===== src/tile_cfg_pkg.sv =====
/*
 * Tile configuration package
 * Bus widths and the geometry of the word-interleaved scratchpad
 * bank array. Bank and word index widths are derived so that the
 * bank index sits directly above the byte offset of an address.
 */

package tile_cfg_pkg;

  // Bus widths
  localparam int unsigned DATA_W = 32;          // Wishbone data width
  localparam int unsigned ADDR_W = 32;          // Wishbone address width
  localparam int unsigned SEL_W  = DATA_W / 8;  // One select bit per byte

  // Scratchpad array shape
  localparam int unsigned N_BANKS        = 4;   // Banks in the L1 array
  localparam int unsigned WORDS_PER_BANK = 64;  // Depth of each bank

  // Address slicing, LSB first
  localparam int unsigned BYTE_OFS_W = 2;                        // Byte in word
  localparam int unsigned BANK_IDX_W = $clog2(N_BANKS);          // Interleave
  localparam int unsigned WORD_IDX_W = $clog2(WORDS_PER_BANK);   // Row in bank

  // Address layout inside the L1 window:
  //   [BYTE_OFS_W+BANK_IDX_W +: WORD_IDX_W]  word in bank
  //   [BYTE_OFS_W +: BANK_IDX_W]             bank
  //   [0 +: BYTE_OFS_W]                      byte, ignored by the banks
  // Consecutive words land in consecutive banks, so streaming accesses
  // spread across the whole array.

endpackage


===== src/resp_mux.sv =====
/*
 * Response multiplexer
 * Merges the bank acks, the L2 response and the unmapped-error
 * path onto the slave port. Read data follows the one-hot bank ack,
 * otherwise the L2 read data is passed through.
 */

`timescale 1ns/100ps

module resp_mux (
  input  logic                                                      clk_i,
  input  logic                                                      rstn_i,
  input  logic [tile_cfg_pkg::N_BANKS-1:0]                          bank_ack_i,
  input  logic [tile_cfg_pkg::N_BANKS-1:0][tile_cfg_pkg::DATA_W-1:0] bank_dat_i,
  input  logic                                                      none_stb_i,
  input  logic                                                      l2_ack_i,
  input  logic                                                      l2_err_i,
  input  logic [tile_cfg_pkg::DATA_W-1:0]                           l2_dat_i,
  output logic                                                      wb_ack_o,
  output logic                                                      wb_err_o,
  output logic [tile_cfg_pkg::DATA_W-1:0]                           wb_dat_o
);

  import tile_cfg_pkg::*;

  logic err_q;  // Error pulse for unmapped requests

  // Held none_stb gives one pulse, same rule as the banks
  always_ff @(posedge clk_i or negedge rstn_i) begin
    if (!rstn_i) begin
      err_q <= 1'b0;
    end else begin
      err_q <= none_stb_i & ~err_q;
    end
  end

  // At most one bank acks at a time, L2 data is the default
  always_comb begin
    wb_dat_o = l2_dat_i;
    for (int n = 0; n < N_BANKS; n++) begin
      if (bank_ack_i[n]) begin
        wb_dat_o = bank_dat_i[n];
      end
    end
  end

  assign wb_ack_o = (|bank_ack_i) | l2_ack_i;  // L2 ack passes in the same cycle
  assign wb_err_o = err_q | l2_err_i;

endmodule


===== config.mk =====
export PLATFORM = sky130hd
export DESIGN_NAME = resp_mux
export DESIGN_NICKNAME = d
export VERILOG_FILES = /design/src/tile_cfg_pkg.sv /design/src/resp_mux.sv
export SDC_FILE = /design/constraint.sdc
export NUM_CORES = 1
export LEC_CHECK = 0
export BUFFER_PORTS_ARGS = -buffer_cell sky130_fd_sc_hd__buf_2
export CAP_MARGIN = 20
export CELL_PAD_IN_SITES_DETAIL_PLACEMENT = 0
export CELL_PAD_IN_SITES_GLOBAL_PLACEMENT = 1
export CORE_MARGIN = 5
export CORE_UTILIZATION = 17
export DETAILED_ROUTE_END_ITERATION = 8
export PLACE_DENSITY_LB_ADDON = 0.25
export SYNTH_ARGS = -nofsm -noshare
export SYNTH_HDL_FRONTEND = slang
export SYNTH_SLANG_ARGS = --single-unit

===== constraint.sdc =====
create_clock -name clk_i -period 1 [get_ports clk_i]
set_input_delay 0.05 -clock clk_i [delete_from_list [all_inputs] [get_ports clk_i]]
set_output_delay 0.05 -clock clk_i [all_outputs]
set_load 0.005 [all_outputs]

# --- Word level (Yosys, flattened, before mapping) ---
# Cells that the tools add are included.
totals:
  ff_bits: 1
  in_bits: 169
  output_inout_bits: 34
  wordCells: 10
op_classes:
  muxes: 4
  n_bitwise: 4
  reduce_logical: 1
op_table:
  columns: ["op", "count"]
  rows:
  - ["two-way mux 32 bit", 4]
  - ["OR reduction 4 bit", 1]
  - ["OR 1 bit", 2]
  - ["bitwise AND 1 bit", 1]
  - ["inverter 1 bit", 1]

# --- Logic depth before layout (Yosys ltp) ---
depth:
  word_depth: 4
  mapped_depth: 6
  mapped_depth_nobuf: 3

# --- Worst setup path after synthesis ---
# Ideal clock, no wire load.
synth_timing:
  kind: "input to output"
  from: "in bank_ack_i[0] in the netlist's numbering"
  to: "out wb_dat_o[10] in the netlist's numbering"
  t_arrival_ns: 0.875
  required_time_ns: 0.950
  setup_slack_ns: 0.075
  cell_stages: 5
  path_buffers: 2
  path_cell_list: "buf_2 -> buf_6 -> mux2_2 -> mux2i_1 -> o21ai_1"
synth_via:
  elab_chain_len: 4
synth_lines:
  columns: ["item", "line", "source"]
  rows:
  - ["from (decl)", "resp_mux.sv:13", "input logic [tile_cfg_pkg::N_BANKS-1:0] bank_ack_i,"]
  - ["two-way mux 32 bit (4 in series)", "resp_mux.sv:41", "if (bank_ack_i[n]) begin"]
  - ["to (decl)", "resp_mux.sv:21", "output logic [tile_cfg_pkg::DATA_W-1:0] wb_dat_o"]
# Every way passes these cells.

# --- Final worst setup path ---
layout_timing:
  from: "in bank_ack_i[3] in the netlist's numbering"
  to: "out wb_dat_o[30] in the netlist's numbering"
layout_via:
  elab_chain_len: 1
layout_lines:
  columns: ["item", "line"]
  rows:
  - ["two-way mux 32 bit", "resp_mux.sv:41"]
# Every way passes these cells.

==> impl_summary.txt <==
----------------------------------------------------
[Die]
  Die Width ... a little under 100 µm
  DIE HEIGHT ... just under 100 µm
  Number of core rows ... 32
  Total die area ... 9602 µm²
  Number of top-level design ports ... just over 200
  Effective utilization at floorplan ... 17.21%
  Area of the core region ... 7647 µm²

[Route]
  Antenna Violating Nets Remaining ... 0
  Avg Vias per Cell ... 4.456
  Vias after detailed routing ... 2103
  Routed Wire Length ... 7.469 mm
  Number of DRC violations after detailed-routing iteration 0 ... 32
  DRC violation count after routing ... 0
  Wire per inst ... 15.82 µm
  Number of detailed-route iterations in the first pass ... 4

[Global route]
  Global-route wire length before repair ... around 11 mm
  Total global-route track usage ... roughly 14%
  Total congestion overflow ... 0
  Via count of the first global-routing pass ... ~2300
  Antenna violations before repair ... 0
  Pin count of the biggest net entering global routing ... 18

[Synthesis]
  Register area share after synthesis ... 1.901%
  Cell types occupying the most area after synthesis ... sky130_fd_sc_hd__mux2i_1 (24%), sky130_fd_sc_hd__mux2_2 (15%), sky130_fd_sc_hd__a22oi_1 (14%)
  Number of register bits inferred by synthesis ... 1
  Top-area cell type share of the netlist area ... 23.57%
  Syn_nets ... 333
  Number of distinct library cell variants in the gate-level netlist after synthesis ... 24
  Post-synthesis area per instance ... around 8 µm²
  Number of standard cells after synthesis ... around 160
  Cell accounting for the most synthesized area ... sky130_fd_sc_hd__mux2i_1
  Synth warnings ... 0
  Cell area after synthesis ... 1316 µm²

[Power and ir drop]
  Peak supply drop ... 0.0002345 V
  Share of total power in combinational logic ... a little over nine tenths
  Leak ... 1.593 nW
  Share of power burned in registers ... 3.5%
  Cell internal power dissipation ... between 0.8 and 0.9 mW
  Fraction of power spent switching nets ... 37.08%
  P per Cell Area ... 446.9 nW/µm²
  Part of the total power dissipated in the clock network ... 0%
  Net switching power ... 0.4810 mW

[Timing]
  Time the final worst path needs with I/O delays and setup ... 1.038 ns
  # setup viols final ... 18
  Final sum of negative setup slack ... -0.3196 ns
  Portion of the clock cycle consumed by the worst path in the final layout ... 103.8%
  Worst Setup Slack, final ... -0.03827 ns
  Maximum operating frequency ... 963.1 MHz
  Final Max Tran Viols ... 0
  Final setup skew ... 0 ns
  Normalized max-slew margin ... 88.56%
  Unrepaired setup endpoints after global routing ... true
  Hold Fails Final Rpt ... 0
  Transition time of the tightest slew-check pin ... 0.1668 ns

[Critical path]
  Cells on worst reg2reg path ... 1
  Crit. Startpoint ... bank_ack_i[3]
  Required time at the endpoint of the critical path ... between 0.9 and 1 ns
  Critical path cell sequence ... buf_8 -> buf_6 -> or2_4 -> buf_8 -> o221ai_2 -> buf_2
  Worst R2R End ... err_q$_DFF_PN0_
  Library cell appearing most often on the critical path ... sky130_fd_sc_hd__buf_8
  Reg2Reg Launch Point ... err_q$_DFF_PN0_
  Capture point of the critical path ... wb_dat_o[30]
  Element type at the critical path start ... input pin
  Worst R2R Setup Slack ... approximately 0.47 ns
  Kind of critical path ... input pin to output pin
  Slowest cell on the critical path ... sky130_fd_sc_hd__or2_4
  Max stage delay on crit path ... 0.28 ns
  Element type at the critical path end ... output pin
  Maximum fanout count along the critical path ... 6
  Data arrival at the endpoint of the critical path ... between 0.9 and 1 ns

[Placed design]
  Number of I/O port buffers ... 202
  Global placer's final weighted congestion ... 0.8367
  Detail Placement HPWL ... roughly 6.0 mm
  Setup slack at placement ... -0.1815 ns

[Layout]
  Proportion of layout cells with a drive suffix above 1 ... between 70% and 80%
  Number of nets in the layout ... around 540
  Registers with the most flip-flops ... err_q x1
  Area growth, synth to finish ... 120.5%
  Flip-flop count of the largest register, all copies and words added ... 1
  Fillers ... 815
  Antenna diode count ... 0
  Largest Register ... err_q

[Clock tree]
  Clock edge transition at the registers on the reported setup and hold paths ... 0 ns
  Worst skew pair latency ... 0 ns

[Outcome]
  Result of the run ... finished, violations left
  Violations in the final reports ... negative setup slack

[Worst hold path]
  Class of the tightest hold or removal check ... input pin to flop

[Run]
  Number of maximum-capacitance violations ... 0

----------------------------------------------------
cells in the mapped netlist (all sizes together):
library cell  number
o22ai              7
nand2b             6
or3                2
mux2              32
o21ai             24
nand2              2
nor2               1
or2                2
clkbuf             3
a21oi              7
inv                2
nor2b              2
o221ai             1
buf               16
dfrtp              1
mux2i             31
a22o               1
a22oi             24
worst max-delay path, delay by kind of cell:
kind                   cells  cell delay (ns)
AOI/OAI and AO/OA          1             0.14
buffers and inverters      4             0.51
and+or+nand+nor            1             0.28
metrics by stage:
| stage | cell area, µm² | util (%) | hold slack, ns | total power, mW | std cells |
|---|---|---|---|---|---|
| 2_1_floorplan | 1316 | - | -0.2456 | 0.5217 | 164 |
| 3_3_place_gp | 2550 | 33.34 | -0.1748 | 1.089 | 467 |
| 3_5_place_dp | 2550 | 33.34 | -0.1743 | 1.104 | 467 |
| 4_1_cts | 2819 | 36.86 | 0.2819 | 1.255 | 472 |
| 5_1_grt | 2903 | 37.96 | 0.2995 | 1.410 | 472 |
| 6_report | 2903 | 37.96 | 0.2756 | 1.297 | 472 |
repair_timing:
action / 4_1_cts / 5_1_grt
hold endpoints to repair: 1 / 0
gates resized for setup: 49 / 22
gates cloned: 3 / 0
hold buffers: 1 / 0
setup endpoints to repair: 33 / 33
pin swaps: 12 / 6
setup buffers: 1 / 0
how the worst min path moves through the flow:
stage / from / to / slack (ns) / cells after the start
final: none_stb_i / err_q$_DFF_PN0_ / 0.28 / 2
after global routing: none_stb_i / err_q$_DFF_PN0_ / 0.30 / 2
after detailed placement: rstn_i / err_q$_DFF_PN0_ / -0.17 / 1
after CTS: none_stb_i / err_q$_DFF_PN0_ / 0.28 / 2
after floorplan: rstn_i / err_q$_DFF_PN0_ / -0.25 / 0
after global placement: rstn_i / err_q$_DFF_PN0_ / -0.17 / 1
power groups by stage:
stage,Sequential [mW],Combinational [mW],Clock [mW]
floorplan,0.0448,0.477,0
global placement,0.0451,1.04,0
detailed placement,0.0452,1.06,0
CTS,0.0453,1.21,0
global route,0.0458,1.36,0
finish,0.0452,1.25,0
layer usage:
metal	wire (µm)	vias to the layer above	GRT usage, %	part of all wire [%]
met2	4110	93	28.59	55
met5	0	-	0	0
met3	541	0	2.643	7.2
met4	0	0	0.3195	0
li1	-	1054	-	-
met1	2817	956	15.27	38
layout by cell type (no fill, tap or decap), drive strengths merged:
cell and count:
a22oi 24, nor2 1, dlygate4sd3 1, nand2 2
o221ai 1, or2 2, mux2 32, a21oi 7
mux2i 31, dfrtp 1, o21ai 24, buf 224
nand2b 6, a22o 1, nor2b 2, o22ai 7
inv 2, or3 2
layout make-up:
| class | count | area, µm² | share of cell area, % |
|---|---|---|---|
| Sequential cell | 1 | 25.02 | 0.8621 |
| Inverter | 2 | 7.507 | 0.2586 |
| Tap cell | 102 | 127.6 | 4.397 |
| Multi-Input combinational cell | 142 | 1356 | 46.72 |
| Timing Repair Buffer | 225 | 1386 | 47.76 |
kinds of logic (layout without fill, tap and decap cells):
group | after synthesis | after routing | share of synthesized area, %
multiplexers | 63 | 63 | 50.95
AO/OA/AOI/OAI | 64 | 64 | 30.13
flip-flops | 1 | 1 | 1.901
buffers and inverters | 21 | 227 | 10.46
AND/OR/NAND/NOR | 15 | 15 | 6.559
Note: power is estimated with default switching activity, not from simulation.
