==> config.mk <==
export PLATFORM = sky130hd
export DESIGN_NAME = addr_demux
export DESIGN_NICKNAME = d
export VERILOG_FILES = /design/src/tile_cfg_pkg.sv /design/src/tile_map_pkg.sv /design/src/addr_demux.sv
export SDC_FILE = /design/constraint.sdc
export NUM_CORES = 1
export LEC_CHECK = 0
export ABC_CLOCK_PERIOD_IN_PS = 1000
export BUFFER_PORTS_ARGS = -buffer_cell sky130_fd_sc_hd__buf_2
export CORE_MARGIN = 5
export CORE_UTILIZATION = 24
export CTS_CLUSTER_DIAMETER = 200
export CTS_CLUSTER_SIZE = 28
export DETAILED_ROUTE_END_ITERATION = 8
export PLACE_DENSITY = 0.83
export SYNTH_ARGS = -nofsm -noshare
export SYNTH_HDL_FRONTEND = slang
export SYNTH_SLANG_ARGS = --single-unit
==> constraint.sdc <==
create_clock -name clk_i -period 1 [get_ports clk_i]
set_clock_uncertainty 0.1 [all_clocks]
set_input_delay 0.15 -clock clk_i [delete_from_list [all_inputs] [get_ports clk_i]]
set_output_delay 0.15 -clock clk_i [all_outputs]
set_load 0.01 [all_outputs]
==> src/tile_cfg_pkg.sv <==
/*
 * Tile configuration package
 * Bus widths and the geometry of the word-interleaved scratchpad
 * bank array. Bank and word index widths are derived so that the
 * bank index sits directly above the byte offset of an address.
 */

package tile_cfg_pkg;

  // Bus widths
  localparam int unsigned DATA_W = 32;          // Wishbone data width
  localparam int unsigned ADDR_W = 32;          // Wishbone address width
  localparam int unsigned SEL_W  = DATA_W / 8;  // One select bit per byte

  // Scratchpad array shape
  localparam int unsigned N_BANKS        = 4;   // Banks in the L1 array
  localparam int unsigned WORDS_PER_BANK = 64;  // Depth of each bank

  // Address slicing, LSB first
  localparam int unsigned BYTE_OFS_W = 2;                        // Byte in word
  localparam int unsigned BANK_IDX_W = $clog2(N_BANKS);          // Interleave
  localparam int unsigned WORD_IDX_W = $clog2(WORDS_PER_BANK);   // Row in bank

  // Address layout inside the L1 window:
  //   [BYTE_OFS_W+BANK_IDX_W +: WORD_IDX_W]  word in bank
  //   [BYTE_OFS_W +: BANK_IDX_W]             bank
  //   [0 +: BYTE_OFS_W]                      byte, ignored by the banks
  // Consecutive words land in consecutive banks, so streaming accesses
  // spread across the whole array.

endpackage

==> src/tile_map_pkg.sv <==
/*
 * Tile address map package
 * Address windows seen by the processor data port and the
 * target type that the request decoder produces.
 */

package tile_map_pkg;

  // L1 scratchpad window, sized by the bank array
  localparam logic [tile_cfg_pkg::ADDR_W-1:0] L1_BASE = 32'h1000_0000;
  localparam logic [tile_cfg_pkg::ADDR_W-1:0] L1_SIZE =
    tile_cfg_pkg::N_BANKS * tile_cfg_pkg::WORDS_PER_BANK * (tile_cfg_pkg::DATA_W / 8);
  localparam logic [tile_cfg_pkg::ADDR_W-1:0] L1_END  = L1_BASE + L1_SIZE - 1;  // 0x1000_03FF

  // L2 window, forwarded through the master port
  localparam logic [tile_cfg_pkg::ADDR_W-1:0] L2_BASE = 32'h8000_0000;
  localparam logic [tile_cfg_pkg::ADDR_W-1:0] L2_END  = 32'h8FFF_FFFF;

  // Where a request goes
  typedef enum logic [1:0] {
    TGT_L1   = 2'd0,  // Local bank array
    TGT_L2   = 2'd1,  // Out of the tile
    TGT_NONE = 2'd2   // Unmapped, answered with err
  } target_e;

endpackage
==> src/addr_demux.sv <==
/*
 * Address demultiplexer
 * Registers the tile enable, decodes the slave port address and
 * steers the request to one scratchpad bank, the L2 master port or
 * the unmapped-error path. Nothing leaves while the tile is disabled.
 */

`timescale 1ns/100ps

module addr_demux (
  input  logic                                  clk_i,
  input  logic                                  rstn_i,
  input  logic                                  tile_enable_i,
  input  logic                                  wb_cyc_i,
  input  logic                                  wb_stb_i,
  input  logic                                  wb_we_i,
  input  logic [tile_cfg_pkg::ADDR_W-1:0]       wb_adr_i,
  input  logic [tile_cfg_pkg::DATA_W-1:0]       wb_dat_i,
  input  logic [tile_cfg_pkg::SEL_W-1:0]        wb_sel_i,
  output logic [tile_cfg_pkg::N_BANKS-1:0]      bank_stb_o,
  output logic                                  bank_we_o,
  output logic [tile_cfg_pkg::WORD_IDX_W-1:0]   bank_word_o,
  output logic [tile_cfg_pkg::DATA_W-1:0]       bank_dat_o,
  output logic [tile_cfg_pkg::SEL_W-1:0]        bank_sel_o,
  output logic                                  none_stb_o,
  output logic                                  l2_cyc_o,
  output logic                                  l2_stb_o,
  output logic                                  l2_we_o,
  output logic [tile_cfg_pkg::ADDR_W-1:0]       l2_adr_o,
  output logic [tile_cfg_pkg::DATA_W-1:0]       l2_dat_o,
  output logic [tile_cfg_pkg::SEL_W-1:0]        l2_sel_o
);

  import tile_cfg_pkg::*;
  import tile_map_pkg::*;

  logic                  enable_q;  // Registered tile enable
  logic                  req_ok;    // Live request, tile running
  logic [BANK_IDX_W-1:0] bank_idx;
  target_e               tgt;

  always_ff @(posedge clk_i or negedge rstn_i) begin
    if (!rstn_i) begin
      enable_q <= 1'b0;
    end else begin
      enable_q <= tile_enable_i;  // One cycle late, holds traffic when low
    end
  end

  // Range decode against the tile map
  always_comb begin
    if (wb_adr_i >= L1_BASE && wb_adr_i <= L1_END) begin
      tgt = TGT_L1;
    end else if (wb_adr_i >= L2_BASE && wb_adr_i <= L2_END) begin
      tgt = TGT_L2;
    end else begin
      tgt = TGT_NONE;
    end
  end

  assign req_ok   = wb_cyc_i & wb_stb_i & enable_q;
  assign bank_idx = wb_adr_i[BYTE_OFS_W +: BANK_IDX_W];  // Interleaved bank select

  // Bank side, one-hot strobe and shared payload
  assign bank_stb_o  = (req_ok && tgt == TGT_L1) ? (N_BANKS'(1) << bank_idx) : '0;
  assign bank_word_o = wb_adr_i[BYTE_OFS_W + BANK_IDX_W +: WORD_IDX_W];
  assign bank_we_o   = wb_we_i;
  assign bank_dat_o  = wb_dat_i;
  assign bank_sel_o  = wb_sel_i;

  assign none_stb_o = req_ok && tgt == TGT_NONE;  // Turned into err by resp_mux

  // L2 master port, strobe follows the slave strobe combinationally
  assign l2_cyc_o = wb_cyc_i & enable_q & (tgt == TGT_L2);
  assign l2_stb_o = req_ok && tgt == TGT_L2;
  assign l2_we_o  = wb_we_i;
  assign l2_adr_o = wb_adr_i;
  assign l2_dat_o = wb_dat_i;
  assign l2_sel_o = wb_sel_i;

endmodule

Word level (Yosys, flattened, before mapping)
Index checks and enable logic that the tools add are counted.

Input bits: 74. Register bits after elaboration: 1. Word-level logic and storage cells: 21. Output and inout port bits: 119.

Reduce and logical (&&, ||, !) cells: 6. Order comparisons: 4. Equality and inequality tests: 2. Mux-type cells: 3. Bitwise logic cells: 4. Shift-type cells: 1.

Operator list (count): 32-bit by 29-bit greater-or-equal comparator with 1-bit output, second input constant (1); 32-bit greater-or-equal comparator, second input constant (1); 32-bit by 29-bit <= comparator with 1-bit output, second input constant (1); 32-bit <= comparator, second input constant (1); 1-bit logical AND (5); 1-bit AND (4); 2-bit 2-to-1 mux (2); 4-bit 2-to-1 mux (1); 1-bit by 2-bit << shifter with 4-bit output, first input constant (1); 2-bit by 1-bit equality test with 1-bit output, second input constant (1); 2-bit equality test, second input constant (1); 2-bit zero test (1).

Longest topological paths before layout
Depth in word-level cells: 7. Mapped depth: 3.

Worst setup path before layout
Ideal clock, no wire load.

Path type: flip-flop to output port. Start: register enable_q. End: output bank_stb_o[0] (netlist bit). Path slack: -0.231 ns. Stages on the path, launching flop included: 4. Data arrival time: 0.981 ns. Buffers on the path: 0. Path through: dfrtp_1 > nand3_1 > or3_1 > nor3_1.

Longest elaborated chain between the ends: 3.

RTL lines: from (decl) (line addr_demux.sv:37) `logic enable_q;`; from (signal assigned) (line addr_demux.sv:46) `enable_q <= tile_enable_i;`; 1-bit AND (line addr_demux.sv:61) `assign req_ok = wb_cyc_i & wb_stb_i & enable_q;`; 1-bit logical AND (line addr_demux.sv:65) `assign bank_stb_o = (req_ok && tgt == TGT_L1) ? (N_BANKS'(1) << bank_idx) : '0;`; 4-bit 2-to-1 mux (line addr_demux.sv:65); to (decl) (line addr_demux.sv:20) `output logic [tile_cfg_pkg::N_BANKS-1:0] bank_stb_o,`.

No other way between the ends.

Worst setup path in the final report
Start: input wb_adr_i[18] (netlist bit). End: output bank_stb_o[0] (netlist bit).

Longest elaborated chain between the ends: 7. Elaborated cells between the ends (all ways): 11. Classes of those cells: 4 x order compare; 3 x mux; 4 x reduce/logical.

RTL lines: from (decl) (line addr_demux.sv:17) `input logic [tile_cfg_pkg::ADDR_W-1:0] wb_adr_i,`; 32-bit greater-or-equal comparator / 32-bit <= comparator (equally long branches) (line addr_demux.sv:54) `end else if (wb_adr_i >= L2_BASE && wb_adr_i <= L2_END) begin`; 1-bit logical AND (line addr_demux.sv:54); 2-bit 2-to-1 mux (line addr_demux.sv:54); 2-bit 2-to-1 mux * (line addr_demux.sv:52) `if (wb_adr_i >= L1_BASE && wb_adr_i <= L1_END) begin`; 2-bit zero test * (line addr_demux.sv:65); 1-bit logical AND * (line addr_demux.sv:65); 4-bit 2-to-1 mux * (line addr_demux.sv:65).

Every way passes the cells marked *; elsewhere a longest branch is shown, timed or not.

==> results.sh <==
export IMPL_worstPathArrival_ps=1170
export IMPL_end_kind="primary output"
export IMPL_syn_to_final_growth_pct=-18.1
export IMPL_vias=579
export IMPL_min_period_over_period_pct=142
export IMPL_setup_violations_final=7
export IMPL_synthTopCellsByCount="112 x buf_4, 4 x nor3_1, 4 x nor4_1"
export IMPL_core_area_mm2=0.00406
export IMPL_min_path_cells=1
export IMPL_grt_start_max_net_pins=6
export IMPL_synth_area_top_cells="buf_4 83%, dfrtp_1 2.5%, nor4_1 2.5%"
export IMPL_startpoint="wb_adr_i[18]"
export IMPL_gp_congestion=0.560
export IMPL_synth_ff_type="dfrtp_1"
export IMPL_synth_edf_count=0
export IMPL_yosysWarnings=0
export IMPL_multi_input_area_um2=280
export IMPL_fin_setup_tns_ps=-2630
export IMPL_p_sw_share_pct=39.1
export IMPL_chipHeight_um=75.1
export IMPL_worstHoldStart="tile_enable_i"
export IMPL_p_int_uw=181
export IMPL_ys_ff_latch=1
export IMPL_drc=0
export IMPL_wl_met1_um=525
export IMPL_hp_class="in -> reg"
export IMPL_viasPerCell=4.05
export IMPL_wl_met2_mm=1.20
export IMPL_port_buffers=59
export IMPL_setup_ws_ps=-420
export IMPL_synthDistinctLibCells=14
export IMPL_drv_slew=0
export IMPL_core_rowCount=23
export IMPL_grt_pass1_wl_mm=2.97
export IMPL_rsz0062_at_grt="true"
export IMPL_fmax_ghz=0.704
export IMPL_dr_wl_met3_um=516
export IMPL_dieArea_mm2=0.00563
export IMPL_top_layer="met4"
export IMPL_p_comb_share_pct=84.7
export IMPL_reg_top3="enable_q x1"
export IMPL_p_total_uw=298
export IMPL_maxSlewHeadroom_pct=85.2
export IMPL_power_density_mw_per_mm2=358
export IMPL_top_register="enable_q"
export IMPL_timing_final_crit_period_ps=1420
export IMPL_drtAntennaViolNets=0
export IMPL_yosysTopAreaCellShare_pct=82.8
export IMPL_grtUsageTotal_pct=6.88
export IMPL_clockPowerShare_pct=0
export IMPL_overflow=0
export IMPL_routed_wl_mm=2.47
export IMPL_p_sw_uw=117
export IMPL_largest_reg_flops=1
export IMPL_synth_fp_nets=211
export IMPL_cp_max_fo=5
export IMPL_synth_seq_area_share_pct=2.46
export IMPL_final_nets=169
export IMPL_async_flop_share_pct=100
export IMPL_violations="negative setup slack"
export IMPL_dpl_worst_slack_ps=-449
export IMPL_grt_pass1_vias=594
export IMPL_path_class="in -> out"
export IMPL_crit_path_start_kind="primary input"
export IMPL_drtPass1Iterations=4
export IMPL_die_x_um=75.1
export IMPL_n_antenna_cell=0
export IMPL_finalHoldViolCount=0
export IMPL_sequentialPowerShare_pct=15.3
export IMPL_syn_avg_cell_area_um2=7.42
export IMPL_syn_instance_count=137
export IMPL_wl_per_cell_um=17.3
export IMPL_drive_above_1_share_pct=87.1
export IMPL_tightest_slew_ps=221
export IMPL_yosysMostFrequentCell="buf_4"
export IMPL_required_ps=750
export IMPL_ir_worst_vdd_v=0.000209
export IMPL_synth_cell_area_mm2=0.00102
export IMPL_io_pins=193
export IMPL_seq_area_um2=25.0
export IMPL_drt_initial_drc_count=13
export IMPL_yosysTopAreaCell="buf_4"
export IMPL_antenna_found_initial=0
export IMPL_fillerInstances=448
export IMPL_clkTransAtPathRegs_ps=0
export IMPL_p_leak_nw=0.430
export IMPL_initial_core_util_pct=25.0
export IMPL_status="finished with violations"
export IMPL_drv_cap=0
-- cells by family after synthesis --
logic type,Yosys count,synth area share [%]
buf+inv,112,82.8
flops,1,2.46
simple gates,23,13.8
compound gates,1,0.985
-- worst max-delay path: stages --
cell	delay (ps)
buf_6	100
nor4_4	280
nand4_1	140
buf_6	170
nor3_4	190
buf_6	130
-- cell type report --
type | instances | area share (%)
timing repair buffer | 68 | 55.8
multi-input combinational | 24 | 33.7
tap | 50 | 7.52
sequential | 1 | 3.01
-- power by group through the flow --
stage	Sequential, mW	Combinational (mW)	Clock (mW)
3_3_place_gp	0.0454	0.203	0
4_1_cts	0.0455	0.245	0
5_1_grt	0.0459	0.272	0
2_1_floorplan	0.0444	0.487	0
3_5_place_dp	0.0453	0.206	0
6_report	0.0454	0.252	0
-- what timing repair did --
| action | in CTS | in global routing |
|---|---|---|
| endpoints found under the hold margin | 1 | 0 |
| gates cloned | 0 | 0 |
| setup buffers | 1 | 0 |
| resized for setup | 23 | 8 |
| pin swaps | 10 | 4 |
| endpoints found under the setup margin | 7 | 7 |
| hold buffers | 1 | 0 |
-- layout by cell type (no fill, tap or decap), types with 2 or more instances in the layout --
cell type	n
nand3b_1	2
buf_6	15
buf_2	45
buf_4	6
nand2_1	3
nor3_4	4
nand3_1	2
nor4_4	3
nor2_4	2
-- metal layers --
layer | vias to the layer above | GRT usage, %
li1 | 238 | -
met4 | 0 | 7.31
met3 | 40 | 3.60
met2 | 65 | 13.4
met1 | 236 | 3.87
met5 | - | 0
-- metrics by stage --
| step | hold slack [ps] | cell area, um^2 | utilization [%] | instances |
|---|---|---|---|---|
| global placement | -174 | 643 | 15.8 | 141 |
| finish | 159 | 832 | 20.5 | 143 |
| floorplan | -246 | 1070 | - | 137 |
| CTS | 160 | 793 | 19.5 | 143 |
| global route | 170 | 832 | 20.5 | 143 |
| detailed placement | -173 | 643 | 15.8 | 141 |
-- path summary, 6_finish.rpt --
kind                                 end  slack, ps
max in group asynchronous       enable_q        360
max                        bank_stb_o[0]       -420
min in group asynchronous       enable_q        360
min                             enable_q        160
Power figures use the tool's default switching activity.
